`src/graph_cfg.svh`:
```
`ifndef GRAPH_CFG_SVH
`define GRAPH_CFG_SVH

// ====================
// memory geometry
// ====================
`define LINE_BITS       256
`define ADDR_BITS       32

// vertex table and edge lanes
`define LEVEL_BITS      16
`define LEVELS_PER_LINE 16
`define TABLE_DEPTH     256
`define EDGE_LANES      8
`define MAX_OUTSTANDING 8

// ====================
// register block
// ====================
`define CSR_ADDR_BITS   4
`define CSR_DATA_BITS   32
`define CSR_CONTROL     0
`define CSR_DESC_DONE   1

`endif
```
`src/graph_pkg.sv`:
```
`include "graph_cfg.svh"

package graph_pkg;

    typedef logic [`LINE_BITS-1:0]  line_t;
    typedef logic [`ADDR_BITS-1:0]  cl_addr_t;
    typedef logic [`LEVEL_BITS-1:0] level_t;
    typedef logic [15:0]            vertex_id_t;

    // packed structs fill from the top, so the last field lands in bits 31:0.
    typedef struct packed {
        logic [31:0] level;           // level in low 16 bits.
        cl_addr_t    status_addr;
        cl_addr_t    update_addr;
        logic [31:0] edge_ncl;
        cl_addr_t    edge_addr;
        logic [31:0] vertex_ncl;      // at most 16 lines.
        cl_addr_t    vertex_addr;
        cl_addr_t    next_desc_addr;  // zero ends the chain.
    } desc_t;

    typedef enum logic [2:0] {
        st_idle,
        st_read_desc,
        st_load_vertex,
        st_filter_edge,
        st_drain,
        st_write_status,
        st_finish
    } walk_state_t;

endpackage

```
`src/result_writer.sv`:
```
`timescale 1ns/1ps
`include "graph_cfg.svh"

module result_writer (
    input  logic                clk,
    input  logic                reset,
    input  logic                upd_valid,
    input  graph_pkg::line_t    upd_line,
    input  graph_pkg::cl_addr_t update_addr,
    input  graph_pkg::cl_addr_t status_addr,
    input  logic                status_go,
    input  logic                desc_done,
    output logic                wr_req,
    output graph_pkg::cl_addr_t wr_addr,
    output graph_pkg::line_t    wr_data,
    output logic                status_done
);
    import graph_pkg::*;

    localparam int LANE_BITS = `LINE_BITS / `EDGE_LANES;

    cl_addr_t    line_k;
    logic [31:0] entry_count;
    logic [31:0] line_marks;

    // marked lanes carry bit 31.
    always_comb begin
        line_marks = '0;
        for (int i = 0; i < `EDGE_LANES; i++) begin
            line_marks = line_marks + 32'(upd_line[i*LANE_BITS + 31]);
        end
    end

    always_ff @(posedge clk) begin
        if (upd_valid) begin
            wr_addr <= update_addr + line_k;
            wr_data <= upd_line;
        end else if (status_go) begin
            wr_addr <= status_addr;
            wr_data <= line_t'({1'b1, entry_count});   // done flag over the count.
        end
        if (reset) begin
            wr_req      <= 1'b0;
            status_done <= 1'b0;
            line_k      <= '0;
            entry_count <= '0;
        end else begin
            wr_req      <= upd_valid || status_go;
            status_done <= status_go;
            if (desc_done) begin
                line_k      <= '0;
                entry_count <= '0;
            end else if (upd_valid) begin
                line_k      <= line_k + 1'b1;
                entry_count <= entry_count + line_marks;
            end
        end
    end

endmodule

```
`config.mk`:
```
export PLATFORM = sky130hd
export DESIGN_NAME = result_writer
export DESIGN_NICKNAME = d
export VERILOG_FILES = /design/src/graph_pkg.sv /design/src/result_writer.sv
export VERILOG_INCLUDE_DIRS = /design/src
export SDC_FILE = /design/constraint.sdc
export NUM_CORES = 1
export LEC_CHECK = 0
export ABC_CLOCK_PERIOD_IN_PS = 10300
export BUFFER_PORTS_ARGS = -buffer_cell sky130_fd_sc_hd__clkbuf_2
export CAP_MARGIN = 20
export CORE_AREA = 2 2 241 243
export CTS_CLUSTER_DIAMETER = 60
export DETAILED_ROUTE_END_ITERATION = 16
export DIE_AREA = 0 0 243 245
export PLACE_DENSITY_LB_ADDON = 0.25
export SETUP_SLACK_MARGIN = 0.02
export SYNTH_ARGS = -nofsm -noshare
export SYNTH_HDL_FRONTEND = slang
export SYNTH_SLANG_ARGS = --single-unit
```
`constraint.sdc`:
```
create_clock -name clk -period 10.3 [get_ports clk]
set_clock_uncertainty 0.2 [all_clocks]
set_input_delay 3.09 -clock clk [delete_from_list [all_inputs] [get_ports clk]]
set_output_delay 3.09 -clock clk [all_outputs]
set_load 0.005 [all_outputs]
```
; Yosys cells after proc, flatten, opt, wreduce, memory -nomap -nowiden
; Cells that the tools add are included.
[op_classes]
mux = 4
n_addsub = 10
n_reduce_logical = 3
[ops]
columns = operator, count
row1 = $mux 256, 2
row2 = $mux 32, 2
row3 = $add 32x1->32 const B, 1
row4 = $add 32x32->32, 1
row5 = $add 32x8->32, 1
row6 = $add 7x1->8, 1
row7 = $add 6x1->7, 1
row8 = $add 5x1->6, 1
row9 = $add 4x1->5, 1
row10 = $add 3x1->4, 1
row11 = $add 2x1->3, 1
row12 = $add 1x1->2, 1
row13 = $reduce_bool 2->1, 1
row14 = $reduce_or 2->1, 1
row15 = $logic_or 1x1->1, 1
[word_totals]
register_bits = 354
out_inout_bits = 290

; Depth between registers and ports, before layout
[logic_depth]
ltp_word = 8
ltp_mapped = 15
mapped_depth_nobuf = 14

; Worst setup path before layout
; No wires, ideal clock.
[synth_timing]
path_kind = input to register
from = input upd_valid
to = register wr_addr[0], enable pin
n_path_buf = 2
t_required_ns = 9.569
arrival_time_ns = 7.022
path_stages = 3
setup_slack_ns = 2.547
cell_sequence = buf_2 > clkbuf_1 > or2_2
[synth_via]
elab_chain_len = 1
[synth_rtl]
columns = element, line_no
row1 = start: declaration, result_writer.sv:7  ; input logic upd_valid,
row2 = $reduce_bool 2->1 (no line), n/a
row3 = end signal: assignment, result_writer.sv:36  ; wr_addr <= update_addr + line_k;
row4 = end signal: assignment, result_writer.sv:39  ; wr_addr <= status_addr;
row5 = end: declaration, result_writer.sv:14  ; output graph_pkg::cl_addr_t wr_addr,
; Every way passes these cells.
; A chain may end at the register's enable or synchronous reset.

; Final worst setup path
[layout_timing]
from = input upd_line[31]
to = register entry_count[26]
[layout_via]
elab_chain_len = 8
[layout_rtl]
columns = element, line_no
row1 = start: declaration, result_writer.sv:8  ; input graph_pkg::line_t upd_line,
row2 = $add 1x1->2, result_writer.sv:30  ; line_marks = line_marks + 32'(upd_line[i*LANE_BITS + 31]);
row3 = $add 2x1->3, result_writer.sv:30
row4 = $add 3x1->4, result_writer.sv:30
row5 = $add 4x1->5, result_writer.sv:30
row6 = $add 5x1->6, result_writer.sv:30
row7 = $add 6x1->7, result_writer.sv:30
row8 = $add 7x1->8, result_writer.sv:30
row9 = $add 32x8->32, result_writer.sv:55  ; entry_count <= entry_count + line_marks;
row10 = end signal: assignment, result_writer.sv:55
row11 = end: declaration, result_writer.sv:23  ; logic [31:0] entry_count;
; Every way passes these cells.

==> flow_metrics.env <==
export IMPL_status="finished, final reports clean"
export IMPL_multiInputGateArea_sq_um=5390
export IMPL_reg2reg_from="entry_count[0]$_SDFFE_PP0P_"
export IMPL_final_area_sq_um=21100
export IMPL_startpoint="upd_line[31]"
export IMPL_cts_made_buffers=47
export IMPL_irDropWorstVdd_v=0.0000961
export IMPL_endpoint="entry_count[26]$_SDFFE_PP0P_"
export IMPL_grt_pass1_wl_um=74500
export IMPL_cts_tree="done"
export IMPL_grtUsageMet2_pct=27.6
export IMPL_critPathKind="input pin to flop"
export IMPL_grtUsageMet1_pct=20.8
export IMPL_synth_common_cells="288 x edfxtp_1, 221 x and2_1, 79 x nor2_1"
export IMPL_reg2reg_slack_ns=6.50
export IMPL_drv_slew=0
export IMPL_crit_arrival_ns=6.89
export IMPL_drt_initial_drc_count=556
export IMPL_grt_pass1_vias=11806
export IMPL_drc_errors=0
export IMPL_leakagePower_nw=9.20
export IMPL_fin_crit_ns=6.60
export IMPL_grtUsageMet3_pct=4.50
export IMPL_die_area_sq_um=59500
export IMPL_core_sq_um=57000
export IMPL_async_flop_share_pct=0
export IMPL_clkSinkCount=354
export IMPL_syn_cell_area_sq_um=15700
export IMPL_end_kind="flop"
export IMPL_regArea_sq_um=9970
export IMPL_max_freq_mhz=151
export IMPL_min_path_type="flop to flop"
export IMPL_vias_per_cell=4.45
export IMPL_required_ns=10.59
export IMPL_antenna_found_initial=4
export IMPL_gp_congestion=0.883
export IMPL_track_usage_pct=16.5
export IMPL_rows=88
export IMPL_relSlewSlack_pct=29.9
export IMPL_reg2reg_depth=12
export IMPL_placed_cell_area_sq_um=19600
export IMPL_die_y_um=245
export IMPL_grt_max_degree=138
export IMPL_clkSlewWorstSetupHoldPaths_ns=0.05
export IMPL_yosysWarnings=0
export IMPL_ys_flop_type="edfxtp_1"
export IMPL_cts_resized=0
export IMPL_avgSynthCellArea_sq_um=12.8
export IMPL_finalNetCount=2206
export IMPL_synth_area_leaders="edfxtp_1 55%, and2_1 8.8%, dfxtp_1 8.4%"
export IMPL_power_per_cell_area_nw_per_um2=173
export IMPL_fillers=5747
export IMPL_worstPathMaxFanout=7
export IMPL_synth_most_common_cell="edfxtp_1"
export IMPL_holdPathStages=2
export IMPL_tightest_slew_ns=1.05
export IMPL_h_tree_depth=2
export IMPL_io_buffers=614
export IMPL_synth_edf_count=288
export IMPL_ys_ff_latch=354
export IMPL_firstDrtPassIters=5
export IMPL_synth_distinct_cells=70
export IMPL_synth_fp_nets=1590
export IMPL_wl_per_cell_um=19.3
export IMPL_finalCritPeriodShare_pct=64.1
export IMPL_worst_r2r_endpoint="entry_count[26]$_SDFFE_PP0P_"
export IMPL_clkLatencyLatePin_ns=0.57
export IMPL_hold_viol_final=0
export IMPL_start_util_pct=27.5
export IMPL_yosys_area_top_type="edfxtp_1"
export IMPL_gr_max_usage_layer="met2"
export IMPL_synthToLayoutAreaGrowth_pct=34.4
export IMPL_drt_wl_total_um=51000
export IMPL_rsz0062_at_grt="no"
export IMPL_setup_viol=0
export IMPL_syn_inst=1221
export IMPL_drive_gt1_share_pct=40.4
export IMPL_die_w_um=243
export IMPL_yosys_area_top_type_share_pct=55.2
export IMPL_tns_ns=0
export IMPL_grt_overflow=0
export IMPL_via_count=11751
export IMPL_cap_violations=0
export IMPL_num_io_pins=615
export IMPL_seq_area_frac_synth_pct=63.7
export IMPL_diodes=0
export IMPL_cts_root_buffer="clkbuf_16"
export IMPL_ant_nets=0
export IMPL_hold_buffers=0
export IMPL_post_cts_buffers=0
export IMPL_hpwl_um=39100
export IMPL_clockBufferDepth=3
export IMPL_cp_start_kind="input pin"
metal layers:
layer	share of wire [%]	routed length, um
met1	42	21400
met2	49	24800
met3	6.9	3530
met4	2.5	1270
met5	0.11	56
critical path: stages:
cell and delay (ns):
clkbuf_2 0.11, fa_1 0.60, inv_1 0.07, fa_1 0.50, fa_1 0.43, fa_1 0.41, inv_1 0.09, fa_1 0.21
a21o_1 0.13, a21o_1 0.19, nand4_2 0.18, or2_1 0.37, or3_1 0.37, a21oi_1 0.14
metrics by stage:
stage / power [mW] / setup slack (ns) / hold WS, ns / std cells / utilization [%]
after global routing: 3.79 / 3.49 / 0.310 / 2639 / 36.9
after detailed placement: 2.11 / 3.09 / 0.270 / 2553 / 34.3
after floorplan: 1.87 / 2.55 / 0.256 / 1221 / -
final: 3.64 / 3.70 / 0.276 / 2639 / 36.9
after CTS: 3.70 / 3.70 / 0.277 / 2639 / 36.9
after global placement: 2.11 / 3.16 / 0.267 / 2553 / 34.3
power breakdown:
part	switching, mW	internal, mW
combinational	0.199	0.174
sequential	0.0317	1.67
clock	0.649	0.919
total	0.880	2.76
worst min-delay path by stage:
| stage | startpoint | to | slack (ns) |
|---|---|---|---|
| after detailed placement | entry_count[0]$_SDFFE_PP0P_ | entry_count[0]$_SDFFE_PP0P_ | 0.27 |
| after global routing | entry_count[0]$_SDFFE_PP0P_ | entry_count[0]$_SDFFE_PP0P_ | 0.31 |
| after floorplan | entry_count[31]$_SDFFE_PP0P_ | entry_count[31]$_SDFFE_PP0P_ | 0.26 |
| after global placement | entry_count[0]$_SDFFE_PP0P_ | entry_count[0]$_SDFFE_PP0P_ | 0.27 |
| final | entry_count[0]$_SDFFE_PP0P_ | entry_count[0]$_SDFFE_PP0P_ | 0.28 |
| after CTS | entry_count[0]$_SDFFE_PP0P_ | entry_count[0]$_SDFFE_PP0P_ | 0.28 |
layout by cell type, fill, tap and decap left out, drive strengths merged, types with 17 or more instances in the layout:
master / synthesis / final
a21o: 17 / 17
a21oi: 52 / 52
and2: 221 / 221
clkbuf: 44 / 675
dfxtp: 66 / 66
edfxtp: 288 / 288
ha: 38 / 38
inv: 24 / 31
mux2: 48 / 48
nand2: 57 / 57
nand3: 28 / 28
nand4: 17 / 17
nor2: 79 / 79
o21ai: 38 / 38
or3: 19 / 19
xnor2: 29 / 29
xor2: 40 / 40
logic make-up after synthesis:
kind of cell | count (synthesis) | share of synthesized area [%]
DFF | 354 | 63.7
xor gates and xnor gates | 69 | 3.86
adders and majority gates | 44 | 3.80
and+or+nand+nor | 469 | 16.6
AOI/OAI and AO/OA | 156 | 6.47
buffers and inverters | 78 | 1.97
muxes | 51 | 3.64
registers in the layout (all words and copies together), names as in the netlist:
signal / cells
entry_count: 32
line_k: 32
status_done: 1
wr_addr: 32
wr_data: 256
wr_req: 1
area by class of cell:
type                            count  area share [%]
Sequential cell                   354            47.4
Inverter                           25           0.446
Tap cell                          765            4.55
Clock buffer                       61            6.13
Multi-Input combinational cell    789            25.6
Clock inverter                     25           0.963
Timing Repair Buffer              620            15.0
No activity file was read; power rests on OpenSTA's default activity.
