==> src/graph_cfg.svh <==
`ifndef GRAPH_CFG_SVH
`define GRAPH_CFG_SVH

// ====================
// memory geometry
// ====================
`define LINE_BITS       256
`define ADDR_BITS       32

// vertex table and edge lanes
`define LEVEL_BITS      16
`define LEVELS_PER_LINE 16
`define TABLE_DEPTH     256
`define EDGE_LANES      8
`define MAX_OUTSTANDING 8

// ====================
// register block
// ====================
`define CSR_ADDR_BITS   4
`define CSR_DATA_BITS   32
`define CSR_CONTROL     0
`define CSR_DESC_DONE   1

`endif
==> src/graph_pkg.sv <==
`include "graph_cfg.svh"

package graph_pkg;

    typedef logic [`LINE_BITS-1:0]  line_t;
    typedef logic [`ADDR_BITS-1:0]  cl_addr_t;
    typedef logic [`LEVEL_BITS-1:0] level_t;
    typedef logic [15:0]            vertex_id_t;

    // packed structs fill from the top, so the last field lands in bits 31:0.
    typedef struct packed {
        logic [31:0] level;           // level in low 16 bits.
        cl_addr_t    status_addr;
        cl_addr_t    update_addr;
        logic [31:0] edge_ncl;
        cl_addr_t    edge_addr;
        logic [31:0] vertex_ncl;      // at most 16 lines.
        cl_addr_t    vertex_addr;
        cl_addr_t    next_desc_addr;  // zero ends the chain.
    } desc_t;

    typedef enum logic [2:0] {
        st_idle,
        st_read_desc,
        st_load_vertex,
        st_filter_edge,
        st_drain,
        st_write_status,
        st_finish
    } walk_state_t;

endpackage

==> src/walk_ctrl.sv <==
`timescale 1ns/1ps
`include "graph_cfg.svh"

module walk_ctrl (
    input  logic                   clk,
    input  logic                   reset,
    input  logic                   start,
    input  graph_pkg::cl_addr_t    first_desc,
    input  logic                   rd_rsp,
    input  graph_pkg::line_t       rd_data,
    input  logic                   read_done,
    input  logic                   status_done,
    output logic                   read_start,
    output graph_pkg::cl_addr_t    read_base,
    output logic [31:0]            read_ncl,
    output logic                   vertex_load,
    output logic                   edge_pass,
    output logic                   table_clear,
    output graph_pkg::level_t      level,
    output graph_pkg::cl_addr_t    update_addr,
    output graph_pkg::cl_addr_t    status_addr,
    output logic                   status_go,
    output logic                   desc_done,
    output graph_pkg::walk_state_t state,
    output logic                   walk_done
);
    import graph_pkg::*;

    desc_t desc;
    logic  drain_cnt;

    // descriptor line arrives once per read_desc.
    always_ff @(posedge clk) begin
        if (state == st_read_desc && rd_rsp) begin
            desc <= desc_t'(rd_data);
        end
    end

    always_ff @(posedge clk) begin
        if (reset) begin
            state      <= st_idle;
            read_start <= 1'b0;
            status_go  <= 1'b0;
            desc_done  <= 1'b0;
            drain_cnt  <= 1'b0;
        end else begin
            read_start <= 1'b0;
            status_go  <= 1'b0;
            desc_done  <= 1'b0;
            case (state)
                st_idle: begin
                    if (start) begin
                        read_start <= 1'b1;
                        read_base  <= first_desc;
                        read_ncl   <= 32'd1;
                        state      <= st_read_desc;
                    end
                end
                st_read_desc: begin
                    if (read_done) begin
                        read_start <= 1'b1;
                        read_base  <= desc.vertex_addr;
                        read_ncl   <= desc.vertex_ncl;
                        state      <= st_load_vertex;
                    end
                end
                st_load_vertex: begin
                    if (read_done) begin
                        read_start <= 1'b1;
                        read_base  <= desc.edge_addr;
                        read_ncl   <= desc.edge_ncl;
                        state      <= st_filter_edge;
                    end
                end
                st_filter_edge: begin
                    if (read_done) begin
                        drain_cnt <= 1'b0;
                        state     <= st_drain;
                    end
                end
                st_drain: begin
                    // let the last update line reach memory.
                    drain_cnt <= 1'b1;
                    if (drain_cnt) begin
                        status_go <= 1'b1;
                        state     <= st_write_status;
                    end
                end
                st_write_status: begin
                    if (status_done) begin
                        desc_done <= 1'b1;
                        if (desc.next_desc_addr == '0) begin
                            state <= st_finish;
                        end else begin
                            read_start <= 1'b1;
                            read_base  <= desc.next_desc_addr;
                            read_ncl   <= 32'd1;
                            state      <= st_read_desc;
                        end
                    end
                end
                default: state <= st_idle;                // st_finish.
            endcase
        end
    end

    assign vertex_load = (state == st_load_vertex);
    assign edge_pass   = (state == st_filter_edge);
    assign table_clear = (state == st_read_desc);         // line counter back to zero.
    assign walk_done   = (state == st_finish);
    assign level       = level_t'(desc.level);
    assign update_addr = desc.update_addr;
    assign status_addr = desc.status_addr;

endmodule

==> config.mk <==
export PLATFORM = sky130hd
export DESIGN_NAME = walk_ctrl
export DESIGN_NICKNAME = d
export VERILOG_FILES = /design/src/graph_pkg.sv /design/src/walk_ctrl.sv
export VERILOG_INCLUDE_DIRS = /design/src
export SDC_FILE = /design/constraint.sdc
export NUM_CORES = 1
export LEC_CHECK = 0
export BUFFER_PORTS_ARGS = -buffer_cell sky130_fd_sc_hd__buf_4
export CORE_ASPECT_RATIO = 0.8
export CORE_MARGIN = 4
export CORE_UTILIZATION = 29
export CTS_CLUSTER_DIAMETER = 30
export DETAILED_ROUTE_END_ITERATION = 10
export PLACE_DENSITY = 0.61
export SLEW_MARGIN = 20
export SYNTH_ARGS = -nofsm -noshare
export SYNTH_HDL_FRONTEND = slang
export SYNTH_SLANG_ARGS = --single-unit
==> constraint.sdc <==
create_clock -name clk -period 18.6 [get_ports clk]
set_clock_uncertainty 0.05 [all_clocks]
set_input_delay 0.93 -clock clk [delete_from_list [all_inputs] [get_ports clk]]
set_output_delay 0.93 -clock clk [all_outputs]
set_load 0.01 [all_outputs]
Word level (Yosys, flattened, before mapping)
Index checks and enable logic that the tools add are counted.
Widths: inputs -> output; s select.
- flip-flop bits (word level): 311
- input port bits: 294
- output and inout bits: 154
- logic and storage cells: 71
- equality and inequality tests: 13
- mux-type cells: 29
- bitwise operators: 3
- reduce and logical (&&, ||, !) cells: 11
- operators by type and width (kind ; count):
    $mux 32 ; 10
    $pmux 32 s4 ; 2
    $logic_not 32->1 ; 1
    $mux 3 ; 7
    $pmux 3 s6 ; 1
    $ne 2x2->1 const B ; 7
    $eq 3x3->1 const B ; 3
    $mux 1 ; 7
    $reduce_and 7->1 ; 1
    $eq 3x2->1 const B ; 2
    $reduce_and 6->1 ; 1
    $reduce_or 2->1 ; 3
    $reduce_bool 4->1 ; 1
    $eq 3x1->1 const B ; 1
    $logic_not 3->1 ; 1
    $not 1->1 ; 3
    $pmux 1 s3 ; 1
    $pmux 1 s2 ; 1
    $reduce_and 2->1 ; 1
    $reduce_bool 2->1 ; 1
    $logic_and 1x1->1 ; 1

Longest topological paths before layout
- depth in word-level cells: 4
- depth in mapped cells: 7
- depth with buffers taken out: 4

Worst setup path before layout
Ideal clock, no wire load.
- path kind: input to register
- from: in read_done
- to: reg read_base[0] (enable)
- setup time: 828 ps
- arrival: 11157 ps
- data required time: 17722 ps
- setup slack: 6565 ps
- cell stages on the path: 4
- buffers on the path: 0
- cell sequence: mux2i_1 -> nor2_1 -> nor3_1 -> a2111oi_0
- longest elaborated chain between the ends: 2
- elaborated cells between the ends (all ways): 3
- classes of those cells: 2 x eq/ne; 1 x reduce/logical
- ends and longest elaborated chain (what ; RTL line ; source):
    from (decl) ; walk_ctrl.sv:11 ; input logic read_done,
    $ne 2x2->1 (no source line) ; -- ;
    $reduce_and 7->1 (no source line) * ; -- ;
    to (signal assigned) ; walk_ctrl.sv:54 ; read_base <= first_desc;
    to (signal assigned) ; walk_ctrl.sv:62 ; read_base <= desc.vertex_addr;
    to (signal assigned) ; walk_ctrl.sv:70 ; read_base <= desc.edge_addr;
    to (decl) ; walk_ctrl.sv:14 ; output graph_pkg::cl_addr_t read_base,
Every way passes the cells marked *; elsewhere a longest branch is shown, timed or not.
A chain may end at the register's enable or synchronous reset.

Worst setup path in the final report
- from: reg state[0]
- to: reg desc[60] in the netlist's numbering (enable)
- longest elaborated chain between the ends: 2
- ends and longest elaborated chain (what ; RTL line ; source):
    from (decl) ; walk_ctrl.sv:24 ; output graph_pkg::walk_state_t state,
    from (signal assigned) ; walk_ctrl.sv:41 ; state <= st_idle;
    from (signal assigned) ; walk_ctrl.sv:56 ; state <= st_read_desc;
    from (signal assigned) ; walk_ctrl.sv:64 ; state <= st_load_vertex;
    $eq 3x1->1 ; walk_ctrl.sv:34 ; if (state == st_read_desc && rd_rsp) begin
    $logic_and 1x1->1 ; walk_ctrl.sv:34 ;
    to (signal assigned) ; walk_ctrl.sv:35 ; desc <= desc_t'(rd_data);
    to (decl) ; walk_ctrl.sv:29 ; desc_t desc;
No other way between the ends.

==> reports/qor.yml <==
slew_viol_final: 0
place_congestion: 0.771
first_global_vias: 7888
ir_drop_mv: 0.0927
gr-usage-all-layers: 0.148
io_pins: 448
io_buffers: 431
cts_buffers: 60
synth.distinct_cells: 38
netlist_area_um2: 11500
clock_power_share: 0.481
seq_area_frac_synth: 0.805
crit_type: "flip-flop to flip-flop"
cap_violations: 0
route.met2.wl_mm: 16.7
setup_tns_ns: 0
core_um2: 38700
synth-simple-area-share: 0.0197
vias_per_cell: 4.53
antenna_found_initial: 1
synth-adder-area-share: 0
drtIter0Drc: 455
arrival_ns: 4.87
finalHoldViolCount: 0
cp.required_ns: 18.73
grt_pass1_wl_mm: 47.9
vias: 7266
whs_ns: 0.464
cts_max_level: 2
min_period_ns: 4.74
wl_met3_mm: 3.01
clk_latency_ns: 0.58
clk_pin_slew_ns: 0.05
cts_tree: "yes"
rsz0062_at_grt: "false"
cts_resized: 0
leakage_nw: 6.41
muxShareOfSynthArea: 0.00217
p_per_area_nw_per_um2: 134
die-area_um2: 43000
first_pass_iters: 5
synth_cells: 634
topRoutingLayerUsed: "met4"
yosys_register_bits: 311
final.period_utilization: 0.255
maxSlewHeadroom: 0.299
drive_above_1_share: 0.518
area_growth_pct: 46.2
synth_nets: 928
drc: 0
hpwl_mm: 22.9
grt_max_degree: 80
cp_max_fo: 69
critPathLaunchType: "flip-flop"
gr-total-overflow: 0
synthXorXnorAreaFrac: 0
internal-power_w: 0.00170
pwr-share-comb: 0.124
routed_wl_mm: 33.2
post-cts-setup-buffers: 0
die_x_um: 231
timing.fmax_mhz: 211
tightest_slew_ns: 1.05
clock_sinks: 311
final_net_count: 1318
cts.hold.buffers_added: 0
seqPwrFrac: 0.395
final-setup-viol-count: 0
syn_area_per_cell_um2: 18.2
synth_compound_area_frac: 0.106
worst_setup_path_end_kind: "flip-flop"
clockRootBuffer: "clkbuf_16"
status: "finished, final reports clean"
die_h_um: 186
synth_warnings: 0
wire_per_inst_um: 20.7
rows: 64
start_util: 0.298
switchingPower_w: 0.000558
min_path_type: "input pin to flip-flop"
switching_share: 0.247
ant_nets: 0
wl_met1_mm: 12.6
clk_path_buf_depth: 3
synth_top_family_by_area: "compound AO/OA/AOI/OAI gates"
critical path, cell delays in order, from the launching register on:
cell and delay, ns:
dfxtp_2 0.94, nand2b_4 0.56, nor2_4 0.20, buf_4 0.42, and2_4 0.52, buf_4 0.68, buf_4 0.82
layout make-up:
| type | instances | area (um2) |
|---|---|---|
| multi-input combinational | 207 | 1490 |
| clock buffer | 62 | 1510 |
| antenna | 2 | 5.00 |
| timing repair buffer | 440 | 3300 |
| sequential | 311 | 9270 |
| clock inverter | 50 | 569 |
| tap | 528 | 661 |
| fill | 3419 | 21900 |
| inverter | 4 | 15.0 |
synth_stat cells:
| library cell | instances | share of area |
|---|---|---|
| buf_2 | 17 | 0.0074 |
| and3_1 | 2 | 0.0011 |
| a2111oi_0 | 2 | 0.0015 |
| inv_1 | 4 | 0.0013 |
| nor3_1 | 3 | 0.0013 |
| nand2b_4 | 1 | 0.0012 |
| o21ai_1 | 1 | 0.00043 |
| buf_4 | 83 | 0.054 |
| a211oi_2 | 2 | 0.0022 |
| o221a_1 | 1 | 0.00098 |
| buf_1 | 2 | 0.00065 |
| o2bb2ai_1 | 9 | 0.0068 |
| a221oi_1 | 18 | 0.014 |
| nor2_4 | 1 | 0.00098 |
| nand2_1 | 2 | 0.00065 |
| nor2b_1 | 1 | 0.00054 |
| or3_1 | 1 | 0.00054 |
| o22ai_1 | 47 | 0.026 |
| mux2i_1 | 1 | 0.00087 |
| a22o_1 | 31 | 0.024 |
| nand4_1 | 2 | 0.0011 |
| nand2b_1 | 1 | 0.00054 |
| edfxtp_1 | 304 | 0.79 |
| a21oi_1 | 24 | 0.010 |
| dfxtp_1 | 7 | 0.012 |
| a32o_1 | 1 | 0.00087 |
| nor2_1 | 13 | 0.0042 |
| nand3_1 | 1 | 0.00043 |
| nor4_1 | 8 | 0.0043 |
| a22oi_1 | 1 | 0.00065 |
| and2_1 | 1 | 0.00054 |
| o21ai_0 | 3 | 0.0013 |
| o31ai_1 | 1 | 0.00065 |
| clkbuf_1 | 10 | 0.0033 |
| nor2_2 | 3 | 0.0016 |
| nand2_2 | 1 | 0.00054 |
| mux2_4 | 1 | 0.0013 |
| o22a_1 | 23 | 0.017 |
layout by cell type, fill, tap and decap left out, types with 3 or more instances in the layout:
cell,count
nor3_1,3
o2bb2ai_1,9
clkinvlp_4,4
bufinv_16,8
inv_1,4
o22ai_1,47
a221oi_1,18
dfxtp_1,5
buf_4,440
a21oi_1,24
nor2_1,13
edfxtp_1,304
a22o_1,31
o21ai_0,3
clkinv_2,9
nor4_1,8
clkinv_1,8
clkinv_4,8
inv_6,10
clkbuf_16,60
o22a_1,23
cells by family after synthesis:
| family | Yosys count |
|---|---|
| AOI/OAI and AO/OA | 164 |
| buffers and inverters | 116 |
| DFF | 311 |
| muxes | 2 |
| and+or+nand+nor | 41 |
flip-flops by register name, indices dropped and copies added (netlist names):
signal,flops
desc,160
read_base,32
read_ncl,32
status_addr,32
update_addr,32
level,16
state,3
desc_done,1
drain_cnt,1
read_start,1
status_go,1
final timing paths:
check / from / end / slack [ns] / cells after the start
setup / recovery: state[0]$_SDFFE_PP0P_ / desc[60]$_DFFE_PP_ / 13.86 / 6
hold / removal: rd_data[225] / level[1]$_DFFE_PP_ / 0.46 / 1
setup reg to reg: state[0]$_SDFFE_PP0P_ / desc[60]$_DFFE_PP_ / 13.86 / 6
hold reg to reg: desc[134]$_DFFE_PP_ / read_ncl[6]$_DFFE_PP_ / 0.48 / 1
per-stage QoR:
step	cell area, um2	utilization	setup slack [ns]	cells	power (W)
final	16800	0.435	13.86	1604	0.00226
after global routing	16800	0.435	13.43	1603	0.00236
after CTS	16800	0.435	13.73	1602	0.00229
after detailed placement	14700	0.381	13.72	1490	0.00119
after global placement	14700	0.381	13.77	1490	0.00119
after floorplan	11500	-	6.57	634	0.00107
power groups by stage:
stage               sequential (W)  combinational [W]  clock [W]
floorplan                 0.000927           0.000141          0
global placement          0.000905           0.000281          0
detailed placement        0.000907           0.000284          0
CTS                       0.000894           0.000285    0.00111
global route              0.000899           0.000305    0.00115
finish                    0.000893           0.000280    0.00109
per-layer routing:
metal | up-vias | track usage
met1 | 3560 | 0.175
li1 | 3305 | -
met4 | 0 | 0.0577
met5 | - | 0
met2 | 337 | 0.249
met3 | 64 | 0.0544
Note: power is estimated with default switching activity, not from simulation.
