--- src/graph_cfg.svh ---
`ifndef GRAPH_CFG_SVH
`define GRAPH_CFG_SVH

// ====================
// memory geometry
// ====================
`define LINE_BITS       256
`define ADDR_BITS       32

// vertex table and edge lanes
`define LEVEL_BITS      16
`define LEVELS_PER_LINE 16
`define TABLE_DEPTH     256
`define EDGE_LANES      8
`define MAX_OUTSTANDING 8

// ====================
// register block
// ====================
`define CSR_ADDR_BITS   4
`define CSR_DATA_BITS   32
`define CSR_CONTROL     0
`define CSR_DESC_DONE   1

`endif
--- src/graph_pkg.sv ---
`include "graph_cfg.svh"

package graph_pkg;

    typedef logic [`LINE_BITS-1:0]  line_t;
    typedef logic [`ADDR_BITS-1:0]  cl_addr_t;
    typedef logic [`LEVEL_BITS-1:0] level_t;
    typedef logic [15:0]            vertex_id_t;

    // packed structs fill from the top, so the last field lands in bits 31:0.
    typedef struct packed {
        logic [31:0] level;           // level in low 16 bits.
        cl_addr_t    status_addr;
        cl_addr_t    update_addr;
        logic [31:0] edge_ncl;
        cl_addr_t    edge_addr;
        logic [31:0] vertex_ncl;      // at most 16 lines.
        cl_addr_t    vertex_addr;
        cl_addr_t    next_desc_addr;  // zero ends the chain.
    } desc_t;

    typedef enum logic [2:0] {
        st_idle,
        st_read_desc,
        st_load_vertex,
        st_filter_edge,
        st_drain,
        st_write_status,
        st_finish
    } walk_state_t;

endpackage

--- src/line_read_engine.sv ---
`timescale 1ns/1ps
`include "graph_cfg.svh"

module line_read_engine (
    input  logic                clk,
    input  logic                reset,
    input  logic                read_start,
    input  graph_pkg::cl_addr_t read_base,
    input  logic [31:0]         read_ncl,
    input  logic                rd_rsp,
    output logic                rd_req,
    output graph_pkg::cl_addr_t rd_addr,
    output logic                read_done
);
    import graph_pkg::*;

    localparam int OUT_BITS = $clog2(`MAX_OUTSTANDING + 1);

    cl_addr_t            next_addr;
    logic [31:0]         req_left;
    logic [31:0]         rsp_left;
    logic [OUT_BITS-1:0] in_flight;
    logic                active;

    assign rd_req  = active && (req_left != '0) && (in_flight < OUT_BITS'(`MAX_OUTSTANDING));
    assign rd_addr = next_addr;

    always_ff @(posedge clk) begin
        if (reset) begin
            active    <= 1'b0;
            read_done <= 1'b0;
            req_left  <= '0;
            rsp_left  <= '0;
            in_flight <= '0;
        end else begin
            read_done <= 1'b0;
            in_flight <= in_flight + OUT_BITS'(rd_req) - OUT_BITS'(rd_rsp);
            if (read_start) begin
                next_addr <= read_base;
                req_left  <= read_ncl;
                rsp_left  <= read_ncl;
                active    <= (read_ncl != '0);
                read_done <= (read_ncl == '0);            // empty run.
            end else if (active) begin
                if (rd_req) begin
                    next_addr <= next_addr + 1'b1;
                    req_left  <= req_left - 1'b1;
                end
                if (rd_rsp) begin
                    rsp_left <= rsp_left - 1'b1;
                    if (rsp_left == 32'd1) begin
                        active    <= 1'b0;
                        read_done <= 1'b1;
                    end
                end
            end
        end
    end

endmodule

--- config.mk ---
export PLATFORM = sky130hd
export DESIGN_NAME = line_read_engine
export DESIGN_NICKNAME = d
export VERILOG_FILES = /design/src/graph_pkg.sv /design/src/line_read_engine.sv
export VERILOG_INCLUDE_DIRS = /design/src
export SDC_FILE = /design/constraint.sdc
export NUM_CORES = 1
export LEC_CHECK = 0
export BUFFER_PORTS_ARGS = -buffer_cell sky130_fd_sc_hd__buf_2
export CORE_UTILIZATION = 45
export DETAILED_ROUTE_END_ITERATION = 12
export PLACE_DENSITY_LB_ADDON = 0.08
export SYNTH_ARGS = -nofsm -noshare
export SYNTH_HDL_FRONTEND = slang
export SYNTH_SLANG_ARGS = --single-unit
--- constraint.sdc ---
create_clock -name clk -period 10.09 [get_ports clk]
set_clock_uncertainty 0.1 [all_clocks]
set_input_delay 1.009 -clock clk [delete_from_list [all_inputs] [get_ports clk]]
set_output_delay 1.009 -clock clk [all_outputs]
set_load 0.03 [all_outputs]
# == Word level (Yosys, flattened, before mapping) ==
# Cells that the tools add are included.
# totals
reg_bits,102
output_inout_bits,34
# op_classes
add_sub_neg,5
order_cmp,1
n_eq_ne,1
muxes,17
bitwise_logic,1
reduce_logical,11
# op_table
cell,n
$mux 32,9
$reduce_bool 32->1,2
$sub 32x1->32 const B,2
$add 32x1->32 const B,1
$eq 32x1->1 const B,1
$logic_not 32->1,1
$mux 1,8
$reduce_bool 2->1,3
$add 4x1->4,1
$lt 4x4->1 const B,1
$reduce_and 2->1,2
$sub 4x1->4,1
$reduce_and 3->1,1
$logic_and 1x1->1,2
$not 1->1,1

# == Depth between registers and ports, before layout ==
# logic_depth
word_depth,6
ltp_mapped,12
ltp_nobuf,11

# == Least setup slack after synthesis ==
# No wires, ideal clock.
# synth_path
kind,input-to-reg
start,in reset
end,"reg next_addr[0], in the netlist rd_addr[0], enable pin"
setup_ps,432
arrival_ps,3140
required_time_ps,9558
setup_slack_ps,6418
stages,4
cell_sequence,clkbuf_1 -> clkbuf_1 -> buf_1 -> a21oi_1
# synth_via
elab_chain_len,2
# synth_rtl
item,line_no,text
"start, declared",line_read_engine.sv:6,"input logic reset,"
$not 1->1 (no line),n/a,
$reduce_and 3->1 (no line),n/a,
"end signal, assigned",line_read_engine.sv:39,next_addr <= read_base;
"end signal, assigned",line_read_engine.sv:46,next_addr <= next_addr + 1'b1;
"end, declared",line_read_engine.sv:19,cl_addr_t next_addr;
# No other way between the ends.
# A chain may end at the register's enable or synchronous reset.

# == Worst setup path after layout ==
# layout_path
start,reg req_left[12]
end,out rd_req
# layout_via
elab_chain_len,3
# layout_rtl
item,line_no,text
"start, declared",line_read_engine.sv:20,logic [31:0] req_left;
"start signal, assigned",line_read_engine.sv:40,req_left <= read_ncl;
"start signal, assigned",line_read_engine.sv:47,req_left <= req_left - 1'b1;
$reduce_bool 32->1,line_read_engine.sv:25,assign rd_req = active && (req_left != '0) && (in_flight < OUT_BITS'(`MAX_OUTSTANDING));
$logic_and 1x1->1 (2 in a row),line_read_engine.sv:25,
"end, declared",line_read_engine.sv:11,"output logic rd_req,"
# No other way between the ends.

==> results_tabular.tex <==
\begin{tabular}{lr}
\hline
Metric & Value \\
\hline
\multicolumn{2}{l}{\textbf{Status}} \\
\quad Status & completed \\
\multicolumn{2}{l}{\textbf{Synth}} \\
\quad Netlist cell types & just under 60 \\
\quad Dominant combinational cell family by area after synthesis & simple AND/OR/NAND/NOR gates \\
\quad Yosys Warn Count & 0 \\
\quad Synth Area per Inst & about 8.6 um2 \\
\quad Netlist area before placement & a little under 6000 um2 \\
\quad Complex-gate fraction of the synthesized area & 0.181 \\
\quad FFs w/ async S/R, synth & 0 \\
\quad Fraction of the mapped netlist area in adder cells & 0.0224 \\
\quad Flip-flop cell with the highest count after synthesis & sky130\_fd\_sc\_hd\_\_dfxtp\_1 \\
\quad Number of synthesized flops with an enable pin & 32 \\
\quad Cell taking the most area after synthesis & sky130\_fd\_sc\_hd\_\_dfxtp\_1 \\
\quad Multiplexer share of the synthesized area & 0.00190 \\
\quad Instance count of the mapped netlist & 685 \\
\quad Share of the synthesized area in the top cell type & 0.237 \\
\quad FF+latch count, synth & 102 \\
\quad Proportion of synthesized chip area in sequential cells & 0.400 \\
\quad Parity-gate share of the synthesized area counting xor and xnor cells & 0.0993 \\
\quad Post-Synthesis Net Count & about 760 \\
\quad Synthesized-area fraction occupied by and/or/nand/nor cells & 0.245 \\
\quad Dominant cells by area after synthesis & sky130\_fd\_sc\_hd\_\_dfxtp\_1, sky130\_fd\_sc\_hd\_\_edfxtp\_1, sky130\_fd\_sc\_hd\_\_xnor2\_1 \\
\multicolumn{2}{l}{\textbf{Layout}} \\
\quad Total of fill cells in the finished design & $\sim$1300 \\
\quad Total area of sequential cells & around 2400 um2 \\
\quad Antenna diodes & 0 \\
\quad Fraction of layout cells with a size suffix above 1 & 0.169 \\
\quad Synth-to-Final Area Change & 15.4\% \\
\quad Layout Nets & approximately 840 \\
\quad Post-route cell area & 6820 um2 \\
\quad Area used by multi-input combinational logic & 3270 um2 \\
\quad Fraction of the core area covered by cells at the end of the flow & 0.536 \\
\multicolumn{2}{l}{\textbf{Floorplanning}} \\
\quad Number of rows in the core area & slightly above 40 \\
\quad I/O pin total & roughly 100 \\
\quad Floorplan die area & roughly 14000 um2 \\
\quad Die H & $\sim$120 um \\
\quad Core region area & roughly 13000 um2 \\
\quad Chip Width & 117 um \\
\quad Initial core utilization & 0.465 \\
\multicolumn{2}{l}{\textbf{STA}} \\
\quad Unrepaired setup endpoints after global routing & no \\
\quad Measured slew at the worst slew-check pin & 1.06 ns \\
\quad Post-layout minimum cycle time & $\sim$3.7 ns \\
\quad Worst Slack Setup Final & roughly 6.3 ns \\
\quad Post-route clock period utilization & 0.372 \\
\quad Final-report setup violation count & 0 \\
\quad Max\_slew headroom & 0.289 \\
\quad Final sum of negative setup slack & 0 ns \\
\quad Max Fclk & 267 MHz \\
\quad Count of endpoints failing hold in the final timing report & 0 \\
\quad Number of slew-limit violations in the final report & 0 \\
\multicolumn{2}{l}{\textbf{Pwr}} \\
\quad Cell leakage power & 2.51 nW \\
\quad Final Power & 0.00107 W \\
\quad Largest voltage drop on the vdd net & 115 uV \\
\quad Power density over the cells & between 150 and 200 nW/um2 \\
\multicolumn{2}{l}{\textbf{Route}} \\
\quad Total met3 wirelength after detailed routing & approximately 950 um \\
\quad Starting DRC count in detailed routing & about 420 \\
\quad Number of iterations in the first detailed-routing pass & 5 \\
\quad Wire length on met2 & 7580 um \\
\quad Uppermost layer routed & met4 \\
\quad Via Count & around 5400 \\
\quad Wire length on met1 & approximately 7000 um \\
\quad Detailed-route vias per instance & about 5.8 \\
\quad Antenna viol nets, final & 0 \\
\quad DRC & 0 \\
\quad Final wirelength & between 15000 and 20000 um \\
\quad Routed wire length per instance & around 17 um \\
\multicolumn{2}{l}{\textbf{Clocking}} \\
\quad Clock root cell & sky130\_fd\_sc\_hd\_\_clkbuf\_16 \\
\quad Clock insertion delay at the later pin of the skew report & between 0.3 and 0.4 ns \\
\quad Number of buffers created by CTS & 9 \\
\quad Post-cts sizing count & 0 \\
\quad H-tree lvl count & 3 \\
\quad Number of clock sinks & slightly above 100 \\
\quad Clock slew seen by the registers of the worst setup and hold paths & about 0.07 ns \\
\quad Post CTS Setup Buffer Count & 0 \\
\quad Worst-case clock buffer depth & 2 \\
\quad CTS tree & yes \\
\quad Number of hold buffers added after CTS & 0 \\
\multicolumn{2}{l}{\textbf{Setup path}} \\
\quad Start of the worst register-to-register path & req\_left[4]\$\_SDFFE\_PP0P\_ \\
\quad CP arrival & around 2.6 ns \\
\quad Required time worst endpoint & about 9 ns \\
\quad Minimum setup slack among reg-to-reg paths & approximately 7 ns \\
\quad Startpoint-to-endpoint class of the critical path & reg -> out \\
\quad Startpoint types & flip-flop \\
\quad Capturing point of the worst reg2reg path & req\_left[29]\$\_SDFFE\_PP0P\_ \\
\quad Worst setup EP type & output pin \\
\quad Critical path peak fanout & 19 \\
\quad Cells on worst reg2reg path & 5 \\
\multicolumn{2}{l}{\textbf{Run}} \\
\quad Maximum capacitance violations & 0 \\
\multicolumn{2}{l}{\textbf{Hold path}} \\
\quad Endpoint with the worst hold slack & rsp\_left[10]\$\_SDFFE\_PP0P\_ \\
\quad Hold Crit Depth & 2 \\
\quad Hold WC Path Type & reg -> reg \\
\quad Hold Startpoint & rsp\_left[10]\$\_SDFFE\_PP0P\_ \\
\multicolumn{2}{l}{\textbf{Global route}} \\
\quad Total congestion overflow after global routing & 0 \\
\quad Pin count of the biggest net entering global routing & 83 \\
\quad Overall global routing resource usage & 0.245 \\
\quad Vias in the first global route & between 4000 and 5000 \\
\quad First-pass GRT wire length & roughly 25000 um \\
\quad Antenna violations before repair & 0 \\
\multicolumn{2}{l}{\textbf{Place}} \\
\quad Pre-CTS worst setup slack & roughly 6.7 ns \\
\quad Placer congestion estimate & 0.811 \\
\quad Post-DP HPWL & $\sim$11000 um \\
\quad Cell area reported after detailed placement & $\sim$6600 um2 \\
\quad Count of port buffers added during placement & 101 \\
\hline
\end{tabular}
Yosys cell counts (3+ instances only):
cell type and instances:
sky130_fd_sc_hd__and4_1 3, sky130_fd_sc_hd__inv_1 35, sky130_fd_sc_hd__nor4b_1 3, sky130_fd_sc_hd__xnor2_1 40, sky130_fd_sc_hd__o211ai_1 3, sky130_fd_sc_hd__nand4_1 11
sky130_fd_sc_hd__o21a_1 10, sky130_fd_sc_hd__nor2b_1 5, sky130_fd_sc_hd__xor2_1 27, sky130_fd_sc_hd__nor4_1 35, sky130_fd_sc_hd__a21oi_1 31, sky130_fd_sc_hd__or4_1 22
sky130_fd_sc_hd__a311oi_1 5, sky130_fd_sc_hd__buf_2 5, sky130_fd_sc_hd__clkbuf_1 31, sky130_fd_sc_hd__a211oi_1 6, sky130_fd_sc_hd__nor2_1 33, sky130_fd_sc_hd__o21ai_0 32
sky130_fd_sc_hd__a21boi_0 19, sky130_fd_sc_hd__dfxtp_1 70, sky130_fd_sc_hd__nor3_1 32, sky130_fd_sc_hd__and3_1 6, sky130_fd_sc_hd__o311ai_0 3, sky130_fd_sc_hd__ha_1 9
sky130_fd_sc_hd__nand2_1 63, sky130_fd_sc_hd__o21bai_1 5, sky130_fd_sc_hd__nand3_1 28, sky130_fd_sc_hd__a31oi_1 8, sky130_fd_sc_hd__nand3b_1 6, sky130_fd_sc_hd__o31ai_1 3
sky130_fd_sc_hd__or3_1 6, sky130_fd_sc_hd__o41ai_1 4, sky130_fd_sc_hd__buf_1 5, sky130_fd_sc_hd__edfxtp_1 32, sky130_fd_sc_hd__o31a_1 13, sky130_fd_sc_hd__nand4b_1 6
placed cells by master (no fill, tap or decap), drive strengths merged, types with 6 or more instances in the layout:
cell type,instances
edfxtp,32
nor4,36
o21a,10
clkbuf,13
or3,6
inv,37
a31oi,8
nand4,11
nand2,63
xnor2,40
dfxtp,70
nand3b,6
buf,110
nand3,28
or4,22
nand4b,6
a211oi,6
a21oi,31
nor3,32
ha,9
and3,6
o21ai,33
o31a,13
nor2,33
a21boi,20
xor2,27
where the power goes:
group          total, W  internal [W]  switching (W)
clock network  0.000326      0.000173       0.000154
registers      0.000504      0.000465      0.0000398
logic          0.000241     0.0000926       0.000148
total           0.00107      0.000730       0.000342
how the worst max path moves through the flow:
| stage | startpoint | endpoint | slack, ns | cells past startpoint |
|---|---|---|---|---|
| 2_1_floorplan | reset | rd_addr[0]$_DFFE_PP_ | 6.42 | 4 |
| 3_3_place_gp | req_left[12]$_SDFFE_PP0P_ | rd_req | 6.73 | 5 |
| 3_5_place_dp | req_left[12]$_SDFFE_PP0P_ | rd_req | 6.72 | 5 |
| 4_1_cts | req_left[12]$_SDFFE_PP0P_ | rd_req | 6.34 | 5 |
| 5_1_grt | req_left[12]$_SDFFE_PP0P_ | rd_req | 6.27 | 5 |
| 6_report | req_left[12]$_SDFFE_PP0P_ | rd_req | 6.34 | 5 |
per-stage QoR:
step / std cells / hold slack [ns]
3_3_place_gp: 926 / 0.395
2_1_floorplan: 685 / 0.376
6_report: 942 / 0.414
4_1_cts: 942 / 0.415
5_1_grt: 942 / 0.451
3_5_place_dp: 926 / 0.402
per-layer routing:
metal | track usage | up-vias
met4 | 0.101 | 0
met2 | 0.403 | 163
met1 | 0.308 | 2537
met5 | 0 | -
met3 | 0.0555 | 28
li1 | - | 2696
critical path, stage by stage (launching register included):
cell and delay (ns):
sky130_fd_sc_hd__dfxtp_1 0.35, sky130_fd_sc_hd__or4_1 0.63, sky130_fd_sc_hd__or4_1 0.59, sky130_fd_sc_hd__o31ai_4 0.28, sky130_fd_sc_hd__inv_2 0.20, sky130_fd_sc_hd__buf_2 0.23
cell families after synthesis:
family          Yosys count
compound gates          158
buf+inv                  78
xor+xnor                 67
flops                   102
simple gates            269
mux                       1
fa+ha+maj                10
layout make-up:
class / instances / share of cell area
inverter: 37 / 0.0204
sequential: 102 / 0.346
clock buffer: 13 / 0.0367
timing repair buffer: 110 / 0.0844
multi-input combinational: 505 / 0.479
tap: 172 / 0.0315
clock inverter: 3 / 0.00183
flip-flops by register name (all words and copies together) (netlist names):
| register | flops |
|---|---|
| read_done | 1 |
| rsp_left | 32 |
| rd_addr | 32 |
| req_left | 32 |
| active | 1 |
| in_flight | 4 |
Note: power is estimated with default switching activity, not from simulation.
